### config.mk
export PLATFORM = sky130hd
export DESIGN_NAME = eye_tracker_top
export DESIGN_NICKNAME = d
export VERILOG_FILES = /design/src/verilog/cl_pkg.sv /design/src/verilog/track_pkg.sv /design/src/verilog/pix_stream_if.sv /design/src/verilog/cl_frame_capture.sv /design/src/verilog/centroid_accum.sv /design/src/verilog/result_framer.sv /design/src/verilog/eye_tracker_top.sv
export VERILOG_INCLUDE_DIRS = /design/src /design/src/verilog
export SDC_FILE = /design/constraint.sdc
export NUM_CORES = 1
export LEC_CHECK = 0
export BUFFER_PORTS_ARGS = -buffer_cell sky130_fd_sc_hd__buf_2
export CELL_PAD_IN_SITES_DETAIL_PLACEMENT = 1
export CELL_PAD_IN_SITES_GLOBAL_PLACEMENT = 2
export CORE_MARGIN = 8
export CORE_UTILIZATION = 37
export DETAILED_ROUTE_END_ITERATION = 7
export GPL_ROUTABILITY_DRIVEN = 0
export PLACE_DENSITY_LB_ADDON = 0.1
export SLEW_MARGIN = 10
export SYNTH_ARGS = -nofsm -noshare
export SYNTH_HDL_FRONTEND = slang
export SYNTH_SLANG_ARGS = --single-unit
### constraint.sdc
create_clock -name cclk -period 4.54 [get_ports cclk]
set_clock_uncertainty 0.2 [all_clocks]
set_input_delay 0.681 -clock cclk [delete_from_list [all_inputs] [get_ports cclk]]
set_output_delay 0.681 -clock cclk [all_outputs]
set_load 0.1 [all_outputs]
### src/verilog/eye_tracker_cfg.svh
// Design-wide widths and result record constants
`ifndef EYE_TRACKER_CFG_SVH
`define EYE_TRACKER_CFG_SVH

// ------------------------------
// Camera side
// ------------------------------

// One Camera Link tap
`define PIXEL_WIDTH 8

// Pixel x and y positions up to 1024
`define COORD_WIDTH 10

// ------------------------------
// Centroid accumulators
// ------------------------------

`define SUM_S_WIDTH 20
`define SUM_SX_WIDTH 28
`define SUM_SY_WIDTH 28

// ------------------------------
// Result record
// ------------------------------

// Start-of-record marker byte
`define RECORD_MARK 8'hA5

// Marker, sequence, 3 count bytes, 4 x-sum bytes, 4 y-sum bytes
`define RECORD_BYTES 13

`endif

### src/verilog/cl_pkg.sv
// Camera-side pixel and coordinate types
`default_nettype none

`include "eye_tracker_cfg.svh"

package cl_pkg;

    // One tap value from the camera
    typedef logic [`PIXEL_WIDTH-1:0] pixel_t;

    // Pixel column or line number
    typedef logic [`COORD_WIDTH-1:0] coord_t;

endpackage

`default_nettype wire

### src/verilog/track_pkg.sv
// Accumulator, frame result and output record types
`default_nettype none

`include "eye_tracker_cfg.svh"

package track_pkg;

    // Per-frame accumulators
    typedef logic [`SUM_S_WIDTH-1:0]  sum_s_t;
    typedef logic [`SUM_SX_WIDTH-1:0] sum_sx_t;
    typedef logic [`SUM_SY_WIDTH-1:0] sum_sy_t;

    // Dark pixel count and coordinate sums of one frame
    typedef struct packed {
        sum_s_t  sum_s;
        sum_sx_t sum_sx;
        sum_sy_t sum_sy;
    } frame_sums_t;

    typedef logic [7:0] byte_t;
    typedef logic [7:0] seq_t;

    // Whole record with the first byte in the top slot
    typedef logic [`RECORD_BYTES-1:0][7:0] record_t;

endpackage

`default_nettype wire

### src/verilog/pix_stream_if.sv
// Decoded pixel beat stream interface with producer and consumer modports
`timescale 1ns/100ps
`default_nettype none

interface pix_stream_if;
    import cl_pkg::*;

    // One strobe per valid two-pixel beat
    logic   beat;
    // x of the left tap with the right tap at x+1
    coord_t x;
    coord_t y;
    pixel_t data_l;
    pixel_t data_r;
    // End of frame strobe that never comes with beat
    logic   eof;

    modport producer (
        output beat, x, y, data_l, data_r, eof
    );

    modport consumer (
        input beat, x, y, data_l, data_r, eof
    );

endinterface

`default_nettype wire

### src/verilog/cl_frame_capture.sv
// Camera Link input registering, edge detection and pixel coordinate counters
`timescale 1ns/100ps
`default_nettype none

module cl_frame_capture (
    input  wire logic           cclk,
    input  wire logic           rst_n,
    input  wire logic           fval,
    input  wire logic           lval,
    input  wire logic           dval,
    input  wire cl_pkg::pixel_t data_l,
    input  wire cl_pkg::pixel_t data_r,
    pix_stream_if.producer      pix
);
    import cl_pkg::*;

    logic   fval_q;
    logic   lval_q;
    logic   dval_q;
    pixel_t data_l_q;
    pixel_t data_r_q;

    // Previous registered FVAL and LVAL for edge detection
    logic   fval_d;
    logic   lval_d;

    logic   fval_rise;
    logic   fval_fall;
    logic   lval_rise;
    logic   lval_fall;
    logic   beat_ok;

    coord_t x_cnt;
    coord_t y_cnt;
    coord_t x_cur;
    coord_t y_cur;

    // ------------------------------
    // Input registers
    // ------------------------------

    // DVAL is active low, so it idles high
    always_ff @(posedge cclk) begin
        if (!rst_n) begin
            fval_q <= 1'b0;
            lval_q <= 1'b0;
            dval_q <= 1'b1;
        end else begin
            fval_q <= fval;
            lval_q <= lval;
            dval_q <= dval;
        end
    end

    always_ff @(posedge cclk) begin
        data_l_q <= data_l;
        data_r_q <= data_r;
    end

    // ------------------------------
    // Edges and coordinates
    // ------------------------------

    assign fval_rise = fval_q & ~fval_d;
    assign fval_fall = ~fval_q & fval_d;
    assign lval_rise = lval_q & ~lval_d;
    assign lval_fall = ~lval_q & lval_d;
    assign beat_ok   = fval_q & lval_q & ~dval_q;

    // A beat on the very edge of a line or frame starts from zero
    assign x_cur = lval_rise ? '0 : x_cnt;
    assign y_cur = fval_rise ? '0 : y_cnt;

    always_ff @(posedge cclk) begin
        if (!rst_n) begin
            fval_d   <= 1'b0;
            lval_d   <= 1'b0;
            x_cnt    <= '0;
            y_cnt    <= '0;
            pix.beat <= 1'b0;
            pix.eof  <= 1'b0;
        end else begin
            fval_d   <= fval_q;
            lval_d   <= lval_q;
            pix.beat <= beat_ok;
            pix.eof  <= fval_fall;

            // Two pixels per beat
            if (beat_ok) begin
                x_cnt <= x_cur + coord_t'(2);
            end else if (lval_rise) begin
                x_cnt <= '0;
            end

            if (fval_rise) begin
                y_cnt <= '0;
            end else if (lval_fall && fval_q) begin
                y_cnt <= y_cnt + coord_t'(1);
            end
        end
    end

    always_ff @(posedge cclk) begin
        pix.x      <= x_cur;
        pix.y      <= y_cur;
        pix.data_l <= data_l_q;
        pix.data_r <= data_r_q;
    end

endmodule

`default_nettype wire

### src/verilog/centroid_accum.sv
// Pixel thresholding and per-frame dark pixel count and coordinate sums
`timescale 1ns/100ps
`default_nettype none

`include "eye_tracker_cfg.svh"

module centroid_accum (
    input  wire logic              cclk,
    input  wire logic              rst_n,
    input  wire cl_pkg::pixel_t    threshold,
    pix_stream_if.consumer         pix,
    output logic                   result_valid,
    output track_pkg::frame_sums_t result
);
    import cl_pkg::*;
    import track_pkg::*;

    logic                  dark_l;
    logic                  dark_r;
    coord_t                x_r;

    // Per-beat increments
    logic [1:0]            add_s;
    logic [`COORD_WIDTH:0] add_sx;
    logic [`COORD_WIDTH:0] add_sy;

    sum_s_t                acc_s;
    sum_sx_t               acc_sx;
    sum_sy_t               acc_sy;

    // ------------------------------
    // Binarize both taps
    // ------------------------------

    // Pupil pixels are strictly darker than the threshold
    assign dark_l = pix.data_l < threshold;
    assign dark_r = pix.data_r < threshold;
    assign x_r    = pix.x + coord_t'(1);

    always_comb begin
        add_s  = {1'b0, dark_l} + {1'b0, dark_r};
        add_sx = {1'b0, (dark_l ? pix.x : coord_t'(0))}
               + {1'b0, (dark_r ? x_r : coord_t'(0))};
        // y counted once per dark pixel
        add_sy = {1'b0, (dark_l ? pix.y : coord_t'(0))}
               + {1'b0, (dark_r ? pix.y : coord_t'(0))};
    end

    // ------------------------------
    // Accumulate and hand over
    // ------------------------------

    // On eof the sums move to the result and the next frame starts from zero
    always_ff @(posedge cclk) begin
        if (!rst_n) begin
            acc_s        <= '0;
            acc_sx       <= '0;
            acc_sy       <= '0;
            result_valid <= 1'b0;
        end else begin
            result_valid <= pix.eof;
            if (pix.eof) begin
                acc_s  <= '0;
                acc_sx <= '0;
                acc_sy <= '0;
            end else if (pix.beat) begin
                acc_s  <= acc_s + sum_s_t'(add_s);
                acc_sx <= acc_sx + sum_sx_t'(add_sx);
                acc_sy <= acc_sy + sum_sy_t'(add_sy);
            end
        end
    end

    always_ff @(posedge cclk) begin
        if (pix.eof) begin
            result.sum_s  <= acc_s;
            result.sum_sx <= acc_sx;
            result.sum_sy <= acc_sy;
        end
    end

endmodule

`default_nettype wire

### src/verilog/result_framer.sv
// Frame result to 13-byte record serializer with sequence counter
`timescale 1ns/100ps
`default_nettype none

`include "eye_tracker_cfg.svh"

module result_framer (
    input  wire logic                   cclk,
    input  wire logic                   rst_n,
    input  wire logic                   result_valid,
    input  wire track_pkg::frame_sums_t result,
    output logic                        tx_valid,
    output track_pkg::byte_t            tx_byte
);
    import track_pkg::*;

    localparam int CNT_W = $clog2(`RECORD_BYTES + 1);

    record_t          record_next;
    record_t          shreg;
    logic [CNT_W-1:0] cnt;
    seq_t             seq;
    logic             busy;

    // ------------------------------
    // Record layout
    // ------------------------------

    // Sums go out MSB first with the count padded to 3 bytes
    assign record_next = {
        byte_t'(`RECORD_MARK),
        seq,
        24'(result.sum_s),
        32'(result.sum_sx),
        32'(result.sum_sy)
    };

    // ------------------------------
    // Byte streaming
    // ------------------------------

    // Bytes left in the current record
    assign busy = cnt != '0;

    always_ff @(posedge cclk) begin
        if (!rst_n) begin
            cnt <= '0;
            seq <= '0;
        end else if (!busy) begin
            // Results arriving mid-record are lost and leave seq untouched
            if (result_valid) begin
                cnt <= CNT_W'(`RECORD_BYTES);
                seq <= seq + seq_t'(1);
            end
        end else begin
            cnt <= cnt - CNT_W'(1);
        end
    end

    always_ff @(posedge cclk) begin
        if (!busy && result_valid) begin
            shreg <= record_next;
        end else if (busy) begin
            shreg <= {shreg[`RECORD_BYTES-2:0], byte_t'(0)};
        end
    end

    assign tx_valid = busy;
    assign tx_byte  = shreg[`RECORD_BYTES-1];

endmodule

`default_nettype wire

### src/verilog/eye_tracker_top.sv
// Eye tracker top level, camera input to result record output
`timescale 1ns/100ps
`default_nettype none

module eye_tracker_top (
    input  wire logic             cclk,
    input  wire logic             rst_n,
    // Camera Link with DVAL active low
    input  wire logic             fval,
    input  wire logic             lval,
    input  wire logic             dval,
    input  wire cl_pkg::pixel_t   data_l,
    input  wire cl_pkg::pixel_t   data_r,
    // Dark pixel threshold
    input  wire cl_pkg::pixel_t   threshold,
    // Result record bytes
    output wire logic             tx_valid,
    output wire track_pkg::byte_t tx_byte
);
    import track_pkg::*;

    logic        result_valid;
    frame_sums_t result;

    pix_stream_if pix ();

    cl_frame_capture u_capture (
        .cclk   (cclk),
        .rst_n  (rst_n),
        .fval   (fval),
        .lval   (lval),
        .dval   (dval),
        .data_l (data_l),
        .data_r (data_r),
        .pix    (pix.producer)
    );

    centroid_accum u_accum (
        .cclk         (cclk),
        .rst_n        (rst_n),
        .threshold    (threshold),
        .pix          (pix.consumer),
        .result_valid (result_valid),
        .result       (result)
    );

    result_framer u_framer (
        .cclk         (cclk),
        .rst_n        (rst_n),
        .result_valid (result_valid),
        .result       (result),
        .tx_valid     (tx_valid),
        .tx_byte      (tx_byte)
    );

endmodule

`default_nettype wire

==> reports/results.ini <==
[sta]
maxSlewViolCount = 0
tightest_slew_ns = 0.811
fin_tns_setup_ns = 0
finalCritPeriodShare_pct = 94.7
finalSetupViolCount = 0
finalHoldViolCount = 0
period_needed_ns = 4.30
fmax_mhz = 233
slew_headroom_pct = 46.0

[floorplan]
start_util_pct = 37.3
std_cell_rows = 73
dieArea_um2 = 46400
die_y_um = 215
ioPinCount = 38
die_w_um = 215
core_area_um2 = 39500

[logic_synthesis]
synthCells = 1405
ys_top_cells_by_area = edfxtp_1, dfxtp_1, nand2_1, nand3_1, ha_1
synth_warnings = 0
async_reset_ff_share_pct = 0
yosys.area.top_type = edfxtp_1
synthTopCellsByCount = nand2_1, dfxtp_1, edfxtp_1, nand3_1, nor2_1
netlist.area_leader.share_pct = 32.6
yosys.cell_types.count = 56
synth_edf_count = 160
ys_ff_latch = 348
syn_nets = 1496
postSynthAreaPerCell_um2 = 10.5
synth.most_common_cell = nand2_1
synthFlopType = dfxtp_1
netlist_area_um2 = 14700
ys_seq_area_share_pct = 58.2

[critical_path]
path_class = reg2reg
rr_startpoint = u_capture.pix.data_r[4]
crit_end = u_accum.acc_sx[25]
reg2reg_depth = 19
cp.required_ns = 4.80
cp.arrival_ns = 4.56
startpoint = u_capture.pix.data_r[4]
cp_max_fo = 7
cp-end-kind = register
r2r_setup_slack_ns = 0.24
worst_r2r_endpoint = u_accum.acc_sx[25]
start_kind = register

[global_route]
grt_max_degree = 79
antenna_found_initial = 0
grt_pass1_vias = 10500
grt_pass1_wl_um = 55600
track_usage_pct = 14.5
overflow = 0

[cts]
clock_sinks = 348
cts_tree = yes
clk_pin_slew_ns = 0.06
cts_buffer_depth = 3
cts_root_buffer = clkbuf_16
cts_buffers = 40
h-tree-depth = 2
clk_latency_ns = 0.56

[placement]
port-buffer-count = 37
placed_cell_area_um2 = 15900
hpwl_um = 22500

[pwr]
power_mw = 9.32
ir_worst_vdd_mv = 0.418
leakage_nw = 7.15
power_density_nw_per_um2 = 534

[detailed_routing]
drt-total-wl_um = 33400
drc = 0
routedWlPerCell_um = 16.2
vias = 9932
drtIter0Drc = 431
first_pass_iters = 4
vias_per_cell = 4.81
ant_nets = 0

[cells_and_area]
regArea_um2 = 8580
multi_input_area_um2 = 5700
fillers = 4341
layout-drive-gt1-share_pct = 13.5
areaGrowthSynthToFinish_pct = 18.7
fin_area_um2 = 17500
antenna_cells = 0
fin_nets = 1598

[job]
cap_violations = 0

[worst_hold_path]
hp-start = data_r[3]
hold_path_class = in2reg

[outcome]
status = completed

## cell usage in the layout, fill, tap and decap left out, drive strengths merged, types with 31 or more instances in the layout
master  netlist  layout
dfxtp       188     188
ha           40      40
clkbuf       53      52
edfxtp      160     160
inv          68      71
and2         46      46
xnor2        47      47
a21oi        38      38
buf          17     114
nor2         95      95
xor2         31      31
nand2       274     274
nand3       108     108
## layer usage
metal | part of all wire [%] | up-vias | global-route usage [%]
li1 | - | 4983 | -
met1 | 49 | 4799 | 19.6
met2 | 46 | 99 | 23.3
met3 | 3.2 | 51 | 2.60
met4 | 2.3 | 0 | 4.83
met5 | 0 | - | 0
## what timing repair did
item / CTS / global route
endpoints found under the setup margin: 0 / 9
endpoints found under the hold margin: 15 / 0
hold buffers: 15 / 0
buffers inserted: 0 / 3
gates resized for setup: 0 / 8
## logic make-up after synthesis
kind of cell / share of synthesized area (%)
xor gates and xnor gates: 4.64
AOI/OAI and AO/OA: 5.47
buffers and inverters: 3.80
adders and majority gates: 6.39
and+or+nand+nor: 20.3
DFF: 58.2
muxes: 1.17
## worst min-delay path by stage
| stage | endpoint | cells past startpoint |
|---|---|---|
| finish | u_capture.data_r_q[3] | 1 |
| global route | u_capture.data_r_q[3] | 1 |
| CTS | u_capture.data_r_q[3] | 1 |
| detailed placement | u_capture.pix.data_l[2] | 0 |
| global placement | u_capture.pix.data_r[4] | 0 |
| floorplan | u_capture.pix.data_l[0] | 0 |
## registers in the layout, indices dropped and copies added (netlist names), 10 cells and up
register,flops
u_accum.acc_s,20
u_accum.acc_sx,28
u_accum.acc_sy,28
u_accum.result,76
u_capture.pix.x,10
u_capture.pix.y,10
u_capture.x_cnt,10
u_capture.y_cnt,10
u_framer.shreg,96
## power by group
group,internal (mW),total (mW),switching (mW)
Combinational,0.354,1.79,1.44
Clock,2.00,3.31,1.31
Sequential,4.04,4.21,0.173
Total,6.40,9.32,2.92
## cell type report
class / instances / share of cell area (%)
inverters: 68 / 1.53
repair buffers: 129 / 5.23
well taps: 525 / 3.76
multi-input cells: 920 / 32.6
clock inverters: 21 / 1.24
clock buffers: 52 / 6.52
flip-flops and latches: 348 / 49.1
## through the flow
stage          worst slack (ns)  instances  util, %  hold WS [ns]
6_report                  0.239       2063     44.3        0.0470
3_3_place_gp             -0.225       1971     40.3         0.111
3_5_place_dp             -0.327       1971     40.3         0.113
4_1_cts                   0.131       2059     44.1       0.00282
5_1_grt                -0.00141       2063     44.3        0.0137
2_1_floorplan          -0.00480       1405        -         0.110
## critical path: stages, from the launching register on
cell and delay, ns:
dfxtp_2 0.33, ha_4 0.23, a21o_1 0.16, a21o_1 0.16
a21oi_1 0.12, o21ai_1 0.08, a21oi_1 0.12, buf_4 0.17
nand2_2 0.06, fa_1 0.44, inv_1 0.07, ha_2 0.18
inv_2 0.04, fa_2 0.35, nand2b_4 0.15, a211o_1 0.34
a21oi_4 0.22, a31oi_4 0.14, or4_1 0.53, a21oi_1 0.13
No activity file was read; power rests on OpenSTA's default activity.
